$ cat src/rtl/memPkg.sv
package memPkg;

  // Bus widths
  localparam int addrWidth = 32;
  localparam int dataWidth = 32;
  localparam int strbWidth = dataWidth / 8;

  // Boot ROM window, 256 bytes
  localparam logic [addrWidth-1:0] romBase = 32'h0000_0000;
  localparam int romWords = 64;
  localparam int romIndexWidth = $clog2(romWords);
  localparam int romAddrLsb = romIndexWidth + 2;  // First address bit above the window

  // Scratch RAM window, 1 KiB
  localparam logic [addrWidth-1:0] ramBase = 32'h0001_0000;
  localparam int ramWords = 256;
  localparam int ramIndexWidth = $clog2(ramWords);
  localparam int ramAddrLsb = ramIndexWidth + 2;

  // Access kind seen on the bus
  typedef enum logic {
    opRead,
    opWrite
  } memOp_e;

  // Target picked by the address decoder
  typedef enum logic [1:0] {
    regionRom,
    regionRam,
    regionNone  // Unmapped, answered with an error
  } memRegion_e;

endpackage

$ cat src/rtl/bootRom.sv
`timescale 1ns/1ps

module bootRom
  import memPkg::*;
(
  input  logic                     clock,
  input  logic                     arstN,
  input  logic                     romValid,
  input  logic [romIndexWidth-1:0] romIndex,
  output logic [dataWidth-1:0]     romRdata,
  output logic                     romReady
);

  logic [dataWidth-1:0] tableWord;

  // Startup program, upper words left blank
  always_comb begin
    case (romIndex)
      6'd0:    tableWord = 32'h41014081;
      6'd1:    tableWord = 32'h42014181;
      6'd2:    tableWord = 32'h43014281;
      6'd3:    tableWord = 32'h44014381;
      6'd4:    tableWord = 32'h45014481;
      6'd5:    tableWord = 32'h46014581;
      6'd6:    tableWord = 32'h47014681;
      6'd7:    tableWord = 32'h48014781;
      6'd8:    tableWord = 32'h49014881;
      6'd9:    tableWord = 32'h4A014981;
      6'd10:   tableWord = 32'h4B014A81;
      6'd11:   tableWord = 32'h4C014B81;
      6'd12:   tableWord = 32'h4D014C81;
      6'd13:   tableWord = 32'h4E014D81;
      6'd14:   tableWord = 32'h4F014E81;
      6'd15:   tableWord = 32'h62F94F81;
      6'd16:   tableWord = 32'h60028293;
      6'd17:   tableWord = 32'h3002A073;
      6'd18:   tableWord = 32'hA07342A1;
      6'd19:   tableWord = 32'h62853002;
      6'd20:   tableWord = 32'h80028293;
      6'd21:   tableWord = 32'h3042A073;
      6'd22:   tableWord = 32'h00000297;
      6'd23:   tableWord = 32'h01C28293;
      6'd24:   tableWord = 32'h30529073;
      6'd25:   tableWord = 32'h010002B7;
      6'd26:   tableWord = 32'h80000337;
      6'd27:   tableWord = 32'h0E374381;
      6'd28:   tableWord = 32'hA0010008;
      6'd29:   tableWord = 32'h800002B7;
      6'd30:   tableWord = 32'h237302E1;
      6'd31:   tableWord = 32'h9AE33420;
      6'd32:   tableWord = 32'h8E83FE62;
      6'd33:   tableWord = 32'h00230002;
      6'd34:   tableWord = 32'h030501D3;
      6'd35:   tableWord = 32'hD4630385;
      6'd36:   tableWord = 32'h007301C3;
      6'd37:   tableWord = 32'h00B73020;
      6'd38:   tableWord = 32'h80678000;  // Last program word
      default: tableWord = '0;
    endcase
  end

  // Word is captured every cycle, valid or not
  always_ff @(posedge clock) begin
    romRdata <= tableWord;
  end

  always_ff @(posedge clock or negedge arstN) begin
    if (!arstN) begin
      romReady <= 1'b0;
    end else begin
      romReady <= romValid;  // One cycle completion
    end
  end

endmodule

$ cat config.mk
export PLATFORM = sky130hd
export DESIGN_NAME = bootRom
export DESIGN_NICKNAME = d
export VERILOG_FILES = /design/src/rtl/memPkg.sv /design/src/rtl/bootRom.sv
export SDC_FILE = /design/constraint.sdc
export NUM_CORES = 1
export LEC_CHECK = 0
export BUFFER_PORTS_ARGS = -buffer_cell sky130_fd_sc_hd__buf_2
export CELL_PAD_IN_SITES_DETAIL_PLACEMENT = 1
export CELL_PAD_IN_SITES_GLOBAL_PLACEMENT = 1
export CORE_MARGIN = 1
export CORE_UTILIZATION = 42
export DETAILED_ROUTE_END_ITERATION = 8
export GPL_TIMING_DRIVEN = 1
export PLACE_DENSITY_LB_ADDON = 0.1
export SKIP_CTS_REPAIR_TIMING = 1
export SLEW_MARGIN = 20
export SYNTH_ARGS = -nofsm -noshare
export SYNTH_HDL_FRONTEND = slang
export SYNTH_SLANG_ARGS = --single-unit
$ cat constraint.sdc
create_clock -name clock -period 0.8 [get_ports clock]
set_input_delay 0.04 -clock clock [delete_from_list [all_inputs] [get_ports clock]]
set_output_delay 0.04 -clock clock [all_outputs]
set_load 0.01 [all_outputs]
==> flow_metrics.tcl, run 1 <==
set metrics [dict create \
    run_status "stopped before the end" \
    flow.stopped_at "5_1_grt" \
    stop_error "[ERROR DPL-0033] detailed placement checks failed during check placement." \
    grt_antenna_before_repair 0 \
    synth-warning-count 0 \
    synth_edf_count 0 \
    clock-root-buffer "sky130_fd_sc_hd__clkbuf_8" \
    synth.area.top_cells "sky130_fd_sc_hd__dfxtp_1 (35%), sky130_fd_sc_hd__o21ai_0 (7.0%), sky130_fd_sc_hd__ha_1 (5.4%)" \
    htree_num_levels 2 \
    floorplan.die.width_um 68.49 \
    synth_seq_cells 33 \
    yosysSeqAreaShare 0.3585 \
    repair-timing-grt-worst-ep "romRdata[1]$_DFF_P_/D" \
    pin_count_of_the_biggest_net_entering_global_routing 29 \
    place.detailed.instances 358 \
    worst_endpoint_kind "register data pin" \
    clock_sink_count 33 \
    synth_cell_types 49 \
    post_synth.cell_area_avg_sq_um 8.144 \
    number_of_instances_in_the_synthesized_netlist 228 \
    start_util 0.4512 \
    synthesis.nets 245 \
    top_level_ports 42 \
    yosys.area.top_type_share 0.3450 \
    fp.dieH_um 68.49 \
    synth_top_cell_by_area "sky130_fd_sc_hd__dfxtp_1" \
    buffer_ports.inserted 41 \
    num_rows 23 \
    clock_tree.buffer_depth 2 \
    detailed_place_hpwl_mm 5.563 \
    flip_flop_cell_with_the_highest_count_after_synthesis "sky130_fd_sc_hd__dfxtp_1" \
    synth-async-reset-ratio 0.03030 \
    mappedNetlistArea_sq_mm 0.001857 \
    place_congestion 0.9216 \
    cts_made_buffers 5 \
]
through the flow:
stage               worst slack (ps)  hold slack, ps  TNS [ps]    util  cell area, sq um
floorplan                     -328.9          -255.6     -3311       -              1949
global placement              -491.7          -185.5    -11680  0.6193              2549
detailed placement            -566.7          -183.1    -13420  0.6193              2549
CTS                           -273.3          -486.0     -4196  0.6394              2631
kinds of logic after synthesis:
group                      Yosys count  synth area share
adders and majority gates            8           0.05391
buffers and inverters               27           0.07952
muxes                                3           0.02494
and+or+nand+nor                     71            0.1900
AOI/OAI and AO/OA                   86            0.2931
DFF                                 33            0.3585
synth_stat cells, drive strengths merged, types with 4 or more instances:
library cell  number
o22ai              4
a21oi             17
o211ai             4
o21ai             30
dfxtp             32
inv                8
ha                 8
buf               17
nor2              16
nand2b             7
a22oi              4
a31oi              6
nand2             24
nor2b              9
nand3              4
==> inputs of run 2 (changes only) <==
CELL_PAD_IN_SITES_DETAIL_PLACEMENT = default   (was 1)
CELL_PAD_IN_SITES_GLOBAL_PLACEMENT = default   (was 1)
CORE_UTILIZATION = 40   (was 42)
PLACE_DENSITY_LB_ADDON = 0.15   (was 0.1)
==> run 2 against run 1 <==
  * The flow now finishes, with violations (negative setup slack)
  * Area after synthesis is the same
  * Synthesized cell count is the same
==> flow_metrics.tcl, run 2 <==
set metrics [dict create \
    run_status "finished, violations left" \
    violations "negative setup slack" \
    cts.reportedPaths.clkPinSlew_ps 70 \
    drt_iter0_markers 250 \
    timing.critical_path.slowest_stage_cell "sky130_fd_sc_hd__mux4_2" \
    tightest_slew_ps 391.9 \
    synth-warning-count 0 \
    grt.total_usage 0.2604 \
    detail_route.drc_violations 0 \
    htree_num_levels 2 \
    wl_mm 6.957 \
    setup-violations-final 29 \
    cts_made_buffers 5 \
    layout.cells.most_common_list "sky130_fd_sc_hd__buf_4 (66), sky130_fd_sc_hd__buf_2 (38), sky130_fd_sc_hd__dfxtp_1 (29)" \
    cp.arrival_ps 1260 \
    crit_path_start "romIndex[0]" \
    buffer_ports.inserted 41 \
    synth_cell_types 49 \
    clock_tree.buffer_depth 2 \
    largestRegisters "romRdata: 32 flops, romReady: 1 flops" \
    yosys.area.top_type_share 0.3450 \
    cp-end-kind "register" \
    layout_commonest_cell "sky130_fd_sc_hd__buf_4" \
    power_per_cell_area_mw_per_mm2 1491 \
    final_hold_viol_count 0 \
    timing.hold.ws_ps 49.57 \
    drt-vias-per-instance 5.730 \
    yosysSeqAreaShare 0.3585 \
    peakVddDrop_mv 0.8920 \
    internal-power_uw 3199 \
    fp.coreArea_sq_mm 0.004414 \
    max_freq_ghz 0.9656 \
    power.leakage_uw 0.001384 \
    synth-async-reset-ratio 0.03030 \
    crit_family "multiplexers" \
    relative_contribution_of_the_clock_network_to_total_power 0.308 \
    path_cells "buf_8, clkinvlp_4, ha_4, inv_2, mux4_2, o21ai_1" \
    most_frequent_cells_after_synthesis "sky130_fd_sc_hd__dfxtp_1 (32), sky130_fd_sc_hd__o21ai_0 (26), sky130_fd_sc_hd__nand2_1 (23)" \
    drt.antenna.violating_nets 0 \
    floorplan.die.width_um 70.13 \
    rsz0062_at_grt "true" \
    drt-pass1-iter-count 5 \
    detailed_place_hpwl_mm 4.723 \
    post_route_cells_drive_above_1_share 0.5490 \
    worst-endpoint-required_ps 1020 \
    synthesis.nets 245 \
    synth.area.top_cells "sky130_fd_sc_hd__dfxtp_1 (35%), sky130_fd_sc_hd__o21ai_0 (7.0%), sky130_fd_sc_hd__ha_1 (5.4%)" \
    number_of_instances_in_the_synthesized_netlist 228 \
    power_uw 4597 \
    fp.dieH_um 70.13 \
    post_synth.cell_area_avg_sq_um 8.144 \
    synth_edf_count 0 \
    total_die_area_sq_mm 0.004918 \
    power.sequential.fraction 0.388 \
    place_congestion 0.9492 \
    postLayoutSetupSlackWorst_ps -235.6 \
    yosysMostFrequentCell "sky130_fd_sc_hd__dfxtp_1" \
    first_global_vias 2023 \
    p_comb_frac 0.304 \
    synth_seq_cells 33 \
    diodes 0 \
    place.detailed.instances 371 \
    pin_count_of_the_biggest_net_entering_global_routing 18 \
    final_cell_count_no_fill 389 \
    crit_type "in2reg" \
    global_route_wire_length_before_repair_mm 9.901 \
    synth_top_cell_by_area "sky130_fd_sc_hd__dfxtp_1" \
    critical-path-max-stage-delay_ps 460 \
    count_of_max_cap_constraint_violations 0 \
    tritoncts_clock_tree "built" \
    grt_antenna_before_repair 0 \
    final_slew_viol_count 0 \
    final.setup.tns_ps -3487 \
    final_cycle_utilization_of_the_critical_path 1.295 \
    worstHoldPathType "in2async" \
    global_route.overflow_total 0 \
    wl_per_cell_um 17.88 \
    layout_min_cycle_time_ps 1036 \
    regMostFlops "romRdata" \
    worst-path-max-fanout 6 \
    syn_to_final_growth_pct 66.04 \
    power.switching_fraction 0.3042 \
    worstPathBufferInverterCount 3 \
    fin_util 0.6984 \
    start_util 0.4206 \
    top_level_ports 42 \
    flip_flop_cell_with_the_highest_count_after_synthesis "sky130_fd_sc_hd__dfxtp_1" \
    crit_path_start_kind "input pin" \
    mappedNetlistArea_sq_mm 0.001857 \
    detailroute.via_count 2229 \
    switchingPower_uw 1398 \
    largest_reg_flops 32 \
    clock_sink_count 33 \
    finish.net_count 353 \
    slew_headroom 0.7387 \
    num_rows 24 \
    clock-root-buffer "sky130_fd_sc_hd__clkbuf_8" \
]
[run 2: worst max-delay path by stage]
stage	end	slack, ps	depth (start not counted)
after global routing	romRdata[9]$_DFF_P_	-300	6
after CTS	romRdata[21]$_DFF_P_	-220	7
after global placement	romRdata[22]$_DFF_P_	-500	7
after floorplan	romRdata[9]$_DFF_P_	-330	6
after detailed placement	romRdata[21]$_DFF_P_	-520	7
final	romRdata[9]$_DFF_P_	-240	6
[run 2: final cells by class]
type / count / area [sq um]
inverter: 8 / 47.55
multi-input combinational: 168 / 1308
tap: 52 / 65.06
clock buffer: 7 / 96.34
timing repair buffer: 120 / 892.1
sequential: 33 / 669.4
clock inverter: 1 / 5.005
fill: 347 / 1331
[run 2: routing by layer]
metal / GRT usage / vias to the layer above / share of wire
met5: 0 / - / 0
li1: - / 1038 / -
met4: 0.1067 / 0 / 0.024
met3: 0.05628 / 18 / 0.096
met2: 0.4081 / 141 / 0.49
met1: 0.3465 / 1032 / 0.39
[run 2: kinds of logic after synthesis]
logic type | share of synthesized area
AO/OA/AOI/OAI | 0.2931
flip-flops | 0.3585
adder cells (fa/ha/maj) | 0.05391
buffers and inverters | 0.07952
AND/OR/NAND/NOR | 0.1900
multiplexers | 0.02494
[run 2: metrics by stage]
stage                     area (sq um)  setup slack (ps)
after floorplan                   1949            -328.9
after global placement            2609            -499.3
after detailed placement          2609            -517.1
after CTS                         2710            -224.5
after global routing              3083            -302.0
final                             3083            -235.6
[run 2: power groups by stage]
stage | logic [uW] | registers (uW) | clock network, uW
6_report | 1400 | 1780 | 1410
5_1_grt | 1480 | 1790 | 1480
4_1_cts | 1140 | 1780 | 1410
3_5_place_dp | 1140 | 1820 | 0
3_3_place_gp | 1140 | 1820 | 0
2_1_floorplan | 549 | 1880 | 0
No activity file was read; power rests on OpenSTA's default activity.
