### src/rtl/memPkg.sv
package memPkg;

  // Bus widths
  localparam int addrWidth = 32;
  localparam int dataWidth = 32;
  localparam int strbWidth = dataWidth / 8;

  // Boot ROM window, 256 bytes
  localparam logic [addrWidth-1:0] romBase = 32'h0000_0000;
  localparam int romWords = 64;
  localparam int romIndexWidth = $clog2(romWords);
  localparam int romAddrLsb = romIndexWidth + 2;  // First address bit above the window

  // Scratch RAM window, 1 KiB
  localparam logic [addrWidth-1:0] ramBase = 32'h0001_0000;
  localparam int ramWords = 256;
  localparam int ramIndexWidth = $clog2(ramWords);
  localparam int ramAddrLsb = ramIndexWidth + 2;

  // Access kind seen on the bus
  typedef enum logic {
    opRead,
    opWrite
  } memOp_e;

  // Target picked by the address decoder
  typedef enum logic [1:0] {
    regionRom,
    regionRam,
    regionNone  // Unmapped, answered with an error
  } memRegion_e;

endpackage

### src/rtl/memDecoder.sv
`timescale 1ns/1ps

module memDecoder
  import memPkg::*;
(
  input  logic                     clock,
  input  logic                     arstN,
  // Core side
  input  logic                     memValid,
  input  memOp_e                   memOp,
  input  logic [addrWidth-1:0]     memAddr,
  input  logic [dataWidth-1:0]     memWdata,
  input  logic [strbWidth-1:0]     memWstrb,
  output logic                     memReady,
  output logic [dataWidth-1:0]     memRdata,
  output logic                     memError,
  // Boot ROM
  output logic                     romValid,
  output logic [romIndexWidth-1:0] romIndex,
  input  logic [dataWidth-1:0]     romRdata,
  input  logic                     romReady,
  // Scratch RAM
  output logic                     ramValid,
  output logic                     ramWrite,
  output logic [ramIndexWidth-1:0] ramIndex,
  output logic [dataWidth-1:0]     ramWdata,
  output logic [strbWidth-1:0]     ramWstrb,
  input  logic [dataWidth-1:0]     ramRdata,
  input  logic                     ramReady
);

  memRegion_e region;
  memRegion_e pendRegion;
  logic       romWriteHit;
  logic       errNext;
  logic       errQ;

  // Window match on the bits above each region
  always_comb begin
    if (memAddr[addrWidth-1:romAddrLsb] == romBase[addrWidth-1:romAddrLsb]) begin
      region = regionRom;
    end else if (memAddr[addrWidth-1:ramAddrLsb] == ramBase[addrWidth-1:ramAddrLsb]) begin
      region = regionRam;
    end else begin
      region = regionNone;
    end
  end

  assign romWriteHit = (region == regionRom) && (memOp == opWrite);  // ROM is read only
  assign errNext     = memValid && ((region == regionNone) || romWriteHit);

  // Request steering
  assign romValid = memValid && (region == regionRom) && (memOp == opRead);
  assign romIndex = memAddr[romAddrLsb-1:2];

  assign ramValid = memValid && (region == regionRam);
  assign ramWrite = (memOp == opWrite);
  assign ramIndex = memAddr[ramAddrLsb-1:2];
  assign ramWdata = memWdata;
  assign ramWstrb = memWstrb;

  // Region of the access in flight and locally generated error
  always_ff @(posedge clock or negedge arstN) begin
    if (!arstN) begin
      pendRegion <= regionNone;
      errQ       <= 1'b0;
    end else begin
      errQ <= errNext;
      if (memValid) begin
        pendRegion <= region;
      end
    end
  end

  // Response mux, error wins over a stale region
  always_comb begin
    if (errQ) begin
      memRdata = '0;
    end else begin
      case (pendRegion)
        regionRom: memRdata = romRdata;
        regionRam: memRdata = ramRdata;
        default:   memRdata = '0;
      endcase
    end
  end

  assign memError = errQ;
  assign memReady = errQ | romReady | ramReady;  // At most one is high

endmodule

### config.mk
export PLATFORM = sky130hd
export DESIGN_NAME = memDecoder
export DESIGN_NICKNAME = d
export VERILOG_FILES = /design/src/rtl/memPkg.sv /design/src/rtl/memDecoder.sv
export SDC_FILE = /design/constraint.sdc
export NUM_CORES = 1
export LEC_CHECK = 0
export BUFFER_PORTS_ARGS = -buffer_cell sky130_fd_sc_hd__clkbuf_2
export CAP_MARGIN = 10
export CORE_AREA = 4 4 86 88
export CTS_CLUSTER_DIAMETER = 30
export DETAILED_ROUTE_END_ITERATION = 12
export DIE_AREA = 0 0 90 92
export REMOVE_ABC_BUFFERS = 1
export SYNTH_ARGS = -nofsm -noshare
export SYNTH_HDL_FRONTEND = slang
export SYNTH_SLANG_ARGS = --single-unit
### constraint.sdc
create_clock -name clock -period 2.26 [get_ports clock]
set_input_delay 0.226 -clock clock [delete_from_list [all_inputs] [get_ports clock]]
set_output_delay 0.226 -clock clock [all_outputs]
set_load 0.02 [all_outputs]
==> results of run 1 <==
-- placed cells by master, fill, tap and decap left out, drive strengths merged --
cell / instances
o32a: 1
or2: 1
buf: 1
nor4: 4
mux2i: 32
clkbuf: 136
nor2: 35
o31ai: 1
nand4: 1
o31a: 1
dlygate4sd3: 1
nand3b: 1
nand2b: 1
dfrtp: 2
nand2: 2
nor3: 4
o21ai: 1
or3: 1
dfstp: 1
-- state kept, by name (all words and copies together) (netlist names) --
| register | count |
|---|---|
| pendRegion | 2 |
| memError | 1 |
-- stage by stage --
stage                     util, %  cell area (sq um)  std cells  worst slack, ns  power [mW]
final                        22.6               1500        307            0.478       0.333
after global routing         22.6               1500        307            0.347       0.359
after CTS                    22.6               1500        307            0.428       0.339
after detailed placement     21.8               1450        302            0.663       0.178
after global placement       21.8               1450        302            0.683       0.175
after floorplan                 -                663         89            0.306      0.0831
-- cells in the mapped netlist --
cell       n
o32a_1     1
o31ai_1    1
mux2i_1   32
buf_4     51
nor4_1     2
nand2_1    2
nor3_1     4
nor4_2     2
nor2_1    35
dfstp_2    1
o31a_1     1
o21ai_0    1
clkbuf_1   4
nand2b_1   1
nand4_2    1
buf_2      4
dfrtp_1    2
or2_2      1
or3_1      1
nand3b_1   1
-- metal layers --
metal / up-vias / track usage (%) / wire length, um
met3: 6 / 18.1 / 1830
li1: 602 / - / -
met5: - / 7.05 / 41
met2: 172 / 17.7 / 2280
met4: 2 / 3.06 / 45
met1: 542 / 14.2 / 1970
-- final timing paths --
path                                from             to
setup / recovery           pendRegion[1]   memRdata[14]
hold / removal                  memValid       memError
setup reg to reg           pendRegion[0]  pendRegion[0]
hold reg to reg            pendRegion[1]  pendRegion[1]
max in group asynchronous          arstN  pendRegion[1]
min in group asynchronous          arstN  pendRegion[0]
-- power by group --
group	switching [mW]	internal, mW	total (mW)
Combinational	0.0458	0.0757	0.121
Clock	0.0351	0.120	0.155
Sequential	0.000702	0.0551	0.0558
Total	0.0816	0.251	0.333
-- logic make-up (layout without fill, tap and decap cells) --
group	after synthesis	in the layout	synth area share, %
mux	32	32	29.6
simple gates	50	50	21.8
buf+inv	59	138	38.7
compound gates	4	4	2.89
flops	3	3	7.06
-- cell type report --
type	count	share of cell area, %
Clock buffer	4	3.00
Tap cell	80	6.67
Sequential cell	3	5.17
Multi-Input combinational cell	86	39.1
Timing Repair Buffer	134	46.0
==> impl_metrics.csv, run 1 <==
group,metric,value,unit
cells_and_area,seq_area,77.6,sq um
hold_path,hold_path_depth,2,
global_routing,grt_pass1_vias,1416,
cts,tritoncts,"done",
power,power.density,222,mW/mm^2
synth,avgSynthCellArea,7.30,sq um
cts,clk_latency,0.21,ns
placed_design,dpl.hpwl,5570,um
cts,cts.sinks,3,
critical_path,cp.required,2.03,ns
cts,cts_inserted_buffers,3,
critical_path,crit_type,"reg -> out",
critical_path,slowest_delay,0.52,ns
floorplan,coreArea,0.00664,sq mm
run_status,status,"complete, no violations",
sta,fmax,0.561,GHz
run,maxCapViolCount,0,
detailed_routing,ant_nets,0,
detailed_routing,wl_per_cell,20.1,um
floorplan,num_rows,30,
sta,slew_headroom,59.2,%
placed_design,gp_congestion,0.742,
cts,cts_root_buf,"clkbuf_8",
cells_and_area,multi_input_area,587,sq um
sta,setup_viol,0,
power,total_leakage_power,0.768,nW
power,peakVddDrop,0.227,mV
cells_and_area,fillers,743,
sta,fin_crit_sh,78.9,%
global_routing,grt_first_pass_wirelength,8780,um
sta,hold_viol_final,0,
critical_path,slowest_stage,"dfstp_2",
synth,synth_seq_cells,3,
sta,fin_tns_setup,0,ns
detailed_routing,vias,1324,
global_routing,grt-ovfl-total,0,
critical_path,cp_max_fo,32,
sta,rsz0062_at_grt,"false",
placed_design,io_buffer_count,132,
floorplan,die_area,0.00828,sq mm
floorplan,chipWidth,90,um
synth,synth_cell_type_count,20,
synth,netlist_instances,148,
cts,cts_resized,0,
critical_path,ff2ff_setup_slack,1.13,ns
detailed_routing,drc,0,
detailed_routing,routed_wl,6160,um
critical_path,crit_chain,"or2_2 -> nor2_1 -> clkbuf_2",
synth,synth_seq_area_share,7.06,%
cts,htree_levels,1,
critical_path,critPathTopFamily,"simple AND/OR/NAND/NOR gates",
hold_path,min_path_type,"in -> reg",
critical_path,worstRegToRegCells,3,
sta,tightest_slew,0.612,ns
synth,netlist_area,0.00108,sq mm
cells_and_area,area_delta_synth_final,38.8,%
critical_path,path_depth,3,
sta,fin_worst_skew,0,ns
synth,synth.area.top_cells,"buf_4, mux2i_1, nor2_1",
detailed_routing,firstDrtPassIters,3,
cts,cts_buffer_depth,2,
cells_and_area,antennaDiodeCount,0,
critical_path,critPathLaunchType,"flip-flop",
cells_and_area,drive_gt1_share,62.6,%
cts,path_clk_slew,0.03,ns
sta,min_period,1.78,ns
critical_path,crit_path_end_kind,"output port",
synth,yosys_warnings,0,
floorplan,io_pins,225,
global_routing,grt_max_degree,33,
cts,cts_setup_buffers,0,
sta,hold_slack,0.294,ns
global_routing,track_usage,14.3,%
detailed_routing,via_per_inst,4.31,
critical_path,critPathBufInv,1,
synth,yosys.area.top_type_share,35.4,%
floorplan,dieHeight,92,um
synth,yosysTopAreaCell,"buf_4",
critical_path,arrival,1.56,ns
global_routing,antenna_found_initial,0,
sta,slew_viol_final,0,
cells_and_area,fin_nets,366,
floorplan,start_util,16.3,%
cts,cts_hold_buffers,1,
detailed_routing,drtIter0Drc,14,
(Power assumes the default switching activity.)
==> run 2, diff against run 1 <==
Settings changed: ABC_AREA from default to 1, CORE_AREA 4 4 86 88 to 4 4 85 87, DIE_AREA 0 0 90 92 to 0 0 89 91.
Clock period 2.26 ns to 1.5 ns, I/O delays scaled along.
==> run 2 against run 1 <==
Core utilization increased by 6.1 points. Global-route usage increased by 0.28 points. Synthesized area increased by 9.7%. Sequential cell count unchanged. Critical path depth increased by 2. Clock skew unchanged. Cell area increased by 21%. Largest cell class unchanged.
==> impl_metrics.csv, run 2 <==
group,metric,value,unit
cts,tritoncts,"done",
synth,synth.area.top_cells,"buf_4, nand3_1, nand2_1",
synth,synthFlopType,"dfrtp_1",
synth,synth_cell_type_count,15,
placed_design,dpl.hpwl,5340,um
cts,clk_latency,0.21,ns
sta,hold_slack,0.174,ns
synth,synth_top_family_by_area,"buffers and inverters",
sta,tightest_slew,0.293,ns
power,total_leakage_power,0.913,nW
floorplan,chipWidth,89,um
cells_and_area,area_delta_synth_final,53.4,%
synth,synth-edff-count,0,
floorplan,dieHeight,91,um
cells_and_area,fin_area,0.00182,sq mm
synth,netlist_instances,212,
detailed_routing,drc,0,
cells_and_area,final_cell_mix,"clkbuf_2, nand2_1, nand3_1, buf_4, nor2_1",
synth,synth-compound-area-share,13.9,%
global_routing,antenna_found_initial,0,
placed_design,placed_area,0.00155,sq mm
power,power.density,395,mW/mm^2
global_routing,grt_first_pass_wirelength,8780,um
cts,cts_root_buf,"clkbuf_8",
synth,yosys_warnings,0,
synth,synth_seq_area_share,6.43,%
detailed_routing,drtIter0Drc,45,
critical_path,cp_max_fo,7,
global_routing,track_usage,14.6,%
placed_design,io_buffer_count,132,
sta,fin_crit_sh,99.2,%
synth,synth_common_cells,"buf_4, nand2_1, nand3_1, a21oi_1, nor2_1",
sta,slew_headroom,80.5,%
cells_and_area,drive_gt1_share,56.6,%
cells_and_area,fillers,721,
critical_path,critPathLaunchType,"flip-flop",
hold_path,min_path_type,"in -> reg",
sta,fin_tns_setup,0,ns
critical_path,crit_path_end_kind,"output port",
cells_and_area,fin_nets,434,
cells_and_area,largest_register_ffs,2,
cells_and_area,largest-register,"pendRegion",
detailed_routing,ant_nets,0,
cells_and_area,antennaDiodeCount,0,
detailed_routing,routed_wl,6620,um
run_status,status,"complete, no violations",
sta,min_period,1.49,ns
floorplan,die_area,0.00810,sq mm
synth,netlist_area,0.00119,sq mm
sta,setup_viol,0,
cts,htree_levels,1,
global_routing,grt_pass1_vias,1626,
sta,hold_viol_final,0,
run,maxCapViolCount,0,
synth,synthMuxAreaShare,0,%
synth,synthXorXnorAreaFrac,0,%
floorplan,coreArea,0.00635,sq mm
global_routing,grt_max_degree,22,
synth,avgSynthCellArea,5.59,sq um
critical_path,arrival,1.34,ns
cts,cts_inserted_buffers,3,
detailed_routing,wl_per_cell,17.8,um
detailed_routing,vias,1721,
synth,yosys.area_share.simple,38.5,%
sta,slew_viol_final,0,
critical_path,crit_type,"reg -> out",
synth,synth_seq_cells,3,
synth,yosys.area.top_type_share,32.3,%
synth,synthArstFlopShare,100,%
cts,cts_setup_buffers,0,
cells_and_area,mostFrequentLayoutCell,"clkbuf_2",
sta,fmax,0.672,GHz
detailed_routing,via_per_inst,4.63,
cts,cts.sinks,3,
synth,synth_fa_ha_area_share,0,%
synth,yosysTopAreaCell,"buf_4",
critical_path,cp.required,1.35,ns
floorplan,io_pins,225,
cts,path_clk_slew,0.03,ns
floorplan,start_util,18.7,%
sta,rsz0062_at_grt,"true",
cts,cts_buffer_depth,2,
detailed_routing,firstDrtPassIters,4,
global_routing,grt-ovfl-total,0,
floorplan,num_rows,29,
sta,fin_worst_skew,0,ns
power,peakVddDrop,0.186,mV
placed_design,gp_congestion,0.723,
synth,post-synth-top-count-cell,"buf_4",
[run 2: cell types whose count changed after synthesis, sizes merged, moves of 3 or more]
cell   delta
nor2     -10
buf       +6
nor3      -3
a21oi    +32
nand3    +35
nor4      -4
nand2    +43
inv       +4
mux2i    -32
[run 2: cell type report]
| type | instances | area [sq um] | area share (%) |
|---|---|---|---|
| Tap cell | 77 | 96.3 | 5.30 |
| Sequential cell | 3 | 76.3 | 4.20 |
| Timing Repair Buffer | 144 | 895 | 49.2 |
| Clock buffer | 4 | 45.0 | 2.48 |
| Inverter | 4 | 20.0 | 1.10 |
| Multi-Input combinational cell | 140 | 687 | 37.8 |
[run 2: cells by family (layout without fill, tap and decap cells)]
family / count (synthesis) / in the layout
flip-flops: 3 / 3
AO/OA/AOI/OAI: 33 / 33
AND/OR/NAND/NOR: 107 / 107
buffers and inverters: 69 / 152
[run 2: worst max-delay path, stage by stage, from the launching register on]
cell and delay (ns):
dfstp_2 0.60, inv_6 0.07, clkbuf_16 0.16, nand3_1 0.08, a21oi_2 0.06, buf_4 0.15
[run 2: path summary, 6_finish.rpt]
check / from / depth (start not counted) / slack (ns) / endpoint
worst max-delay path: pendRegion[1] / 5 / 0.01 / memRdata[18]
worst min register to register: pendRegion[1] / 2 / 0.53 / pendRegion[1]
min in group asynchronous: arstN / 2 / 0.28 / memError
worst min-delay path: memValid / 3 / 0.17 / pendRegion[1]
worst max register to register: pendRegion[0] / 3 / 0.61 / pendRegion[0]
max in group asynchronous: arstN / 2 / 1.03 / pendRegion[1]
[run 2: per-layer routing]
layer	GRT usage [%]	wire, um
met5	9.74	42
met1	17.9	2660
met2	19.3	2490
met4	3.47	46
met3	11.0	1380
[run 2: repair_timing]
item / in CTS / in global routing
cloned: 1 / 1
hold buffers: 1 / 0
resized for setup: 6 / 87
setup endpoints to repair: 30 / 32
pin swaps: 0 / 0
endpoints found under the hold margin: 3 / 0
[run 2: report_power, final]
group / total (mW) / switching [mW] / internal (mW)
clock: 0.231 / 0.0505 / 0.181
combinational: 0.393 / 0.196 / 0.198
sequential: 0.0942 / 0.00787 / 0.0863
total: 0.719 / 0.254 / 0.465
[run 2: through the flow]
step / power, mW / util (%) / setup slack [ns] / cells
2_1_floorplan: 0.219 / - / -0.272 / 147
3_3_place_gp: 0.428 / 24.4 / 0.198 / 365
3_5_place_dp: 0.430 / 24.4 / 0.181 / 365
4_1_cts: 0.689 / 25.6 / -0.00994 / 371
5_1_grt: 0.777 / 28.7 / -0.0630 / 372
6_report: 0.719 / 28.7 / 0.0125 / 372
==> run 3, diff against run 2 <==
Settings changed: GPL_TIMING_DRIVEN from default to 0, REMOVE_ABC_BUFFERS 1 to default.
==> run 3 against run 2 <==
The run now ends with setup timing left. Cell area grew 44%. Sequential share of layout area shrank 1.3 points. Non-clock buffer count grew 110. Largest cell class unchanged.
==> impl_metrics.csv, run 3 (same netlist as run 2, synthesis figures left out) <==
group,metric,value,unit
sta,hold_viol_final,0,
critical_path,slowest_delay,0.36,ns
cts,htree_levels,1,
cells_and_area,postLayoutCoreUtil,41.2,%
power,sequentialPowerShare,9.2,%
sta,slew_headroom,80.7,%
floorplan,coreArea,0.00635,sq mm
global_routing,track_usage,12.5,%
critical_path,arrival,1.42,ns
floorplan,num_rows,29,
power,clockPowerShare,22.9,%
sta,min_period,1.57,ns
power,power_switching,394,uW
power,p_comb_share,67.8,%
critical_path,cp.required,1.35,ns
detailed_routing,vias,2021,
cells_and_area,area_delta_synth_final,121,%
floorplan,chipWidth,89,um
detailed_routing,firstDrtPassIters,4,
run_status,status,"complete, but fails checks",
cts,cts.sinks,3,
global_routing,grt_max_degree,11,
sta,fin_worst_skew,0,ns
power,internal-power,611,uW
sta,fin_crit_sh,105,%
critical_path,slowest_stage,"dfrtp_1",
cells_and_area,fillers,687,
cells_and_area,final_cell_mix,"clkbuf_2, buf_4, nand2_1, nand3_1, nor2_1",
cells_and_area,antennaDiodeCount,0,
sta,fmax,0.636,GHz
hold_path,min_path_type,"in -> reg",
critical_path,critPathLaunchType,"flip-flop",
sta,tightest_slew,0.289,ns
global_routing,grt_first_pass_wirelength,8250,um
power,finalPower,1.01,mW
floorplan,die_area,0.00810,sq mm
cts,path_clk_slew,0.03,ns
sta,fin_tns_setup,-1.30,ns
global_routing,antenna_found_initial,0,
placed_design,placed_area,0.00218,sq mm
cells_and_area,largest-register,"pendRegion",
cells_and_area,layout.cells.non_filler,482,
cts,cts_root_buf,"clkbuf_8",
detailed_routing,drtIter0Drc,27,
cts,clk_latency,0.21,ns
floorplan,io_pins,225,
cells_and_area,fin_area,0.00262,sq mm
global_routing,grt_pass1_vias,1871,
synth,syn_nets,350,
critical_path,crit_chain,"buf_6 -> nor2_4 -> buf_6 -> buf_6 -> nand2_1 -> a21oi_2 -> clkbuf_8",
critical_path,critPathMostFrequentCell,"buf_6",
run_status,violations,"setup timing",
power,sw_frac_of_total,39.2,%
placed_design,dp_slack,-0.0220,ns
placed_design,dpl.hpwl,4760,um
cts,cts_inserted_buffers,3,
detailed_routing,routed_wl,5860,um
power,peakVddDrop,0.188,mV
sta,setup_ws,-0.0719,ns
detailed_routing,ant_nets,0,
global_routing,grt-ovfl-total,0,
cells_and_area,fin_nets,544,
placed_design,gp_congestion,0.753,
placed_design,place_inst,469,
placed_design,io_buffer_count,180,
detailed_routing,via_per_inst,4.19,
power,power.density,384,mW/mm^2
cells_and_area,drive_gt1_share,71.1,%
cells_and_area,seq_area,76.3,sq um
critical_path,crit_type,"reg -> out",
sta,rsz0062_at_grt,"true",
sta,setup_viol,32,
sta,hold_slack,0.165,ns
cells_and_area,mostFrequentLayoutCell,"clkbuf_2",
sta,slew_viol_final,0,
cells_and_area,largest_register_ffs,2,
cts,tritoncts,"done",
cells_and_area,multi_input_area,739,sq um
floorplan,dieHeight,91,um
run,maxCapViolCount,0,
detailed_routing,drc,0,
floorplan,start_util,18.7,%
critical_path,cp_max_fo,5,
cts,cts_buffer_depth,2,
power,total_leakage_power,1.45,nW
detailed_routing,wl_per_cell,12.2,um
critical_path,crit_path_end_kind,"output port",
[run 3: cell types whose count changed in the layout (fill, tap and decap cells not counted), sizes merged]
cell and delta:
buf +54, clkbuf +56
[run 3: final timing paths]
check | from | end | slack [ns] | cells after the start
max in group asynchronous | arstN | pendRegion[1] | 1.03 | 2
hold reg to reg | pendRegion[1] | pendRegion[1] | 0.50 | 2
min in group asynchronous | arstN | pendRegion[0] | 0.28 | 2
hold / removal | memValid | pendRegion[1] | 0.17 | 3
setup reg to reg | pendRegion[0] | pendRegion[0] | 0.55 | 4
setup / recovery | pendRegion[0] | memRdata[6] | -0.07 | 7
[run 3: final cells by class]
class                      instances  share of cell area [%]
multi-input combinational        140                    28.2
buffer                            64                    18.7
sequential                         3                    2.91
tap                               77                    3.68
inverter                           4                   0.573
timing repair buffer             190                    44.2
clock buffer                       4                    1.72
[run 3: routing by layer]
layer	routed length (um)	track usage, %
met1	1930	12.8
met2	3140	24.4
met3	742	2.62
met4	48	3.47
met5	0	0
[run 3: repair_timing]
item | in CTS | in global routing
buffers inserted | 6 | 0
cloned | 3 | 0
resized for setup | 54 | 69
setup endpoints to repair | 31 | 32
hold endpoints to repair | 3 | 0
pin swaps | 2 | 9
hold buffers | 1 | 0
[run 3: worst max-delay path, delay by kind of cell, from the launching register on]
kind | cells | cell delay [ns]
flops | 1 | 0.36
compound gates | 1 | 0.14
buf+inv | 4 | 0.52
simple gates | 2 | 0.18
[run 3: power groups by stage]
stage | registers, mW | clock network [mW] | logic (mW)
floorplan | 0.0915 | 0 | 0.346
global placement | 0.0905 | 0 | 0.592
detailed placement | 0.0905 | 0 | 0.595
CTS | 0.0933 | 0.241 | 0.650
global route | 0.0939 | 0.251 | 0.737
finish | 0.0926 | 0.231 | 0.682
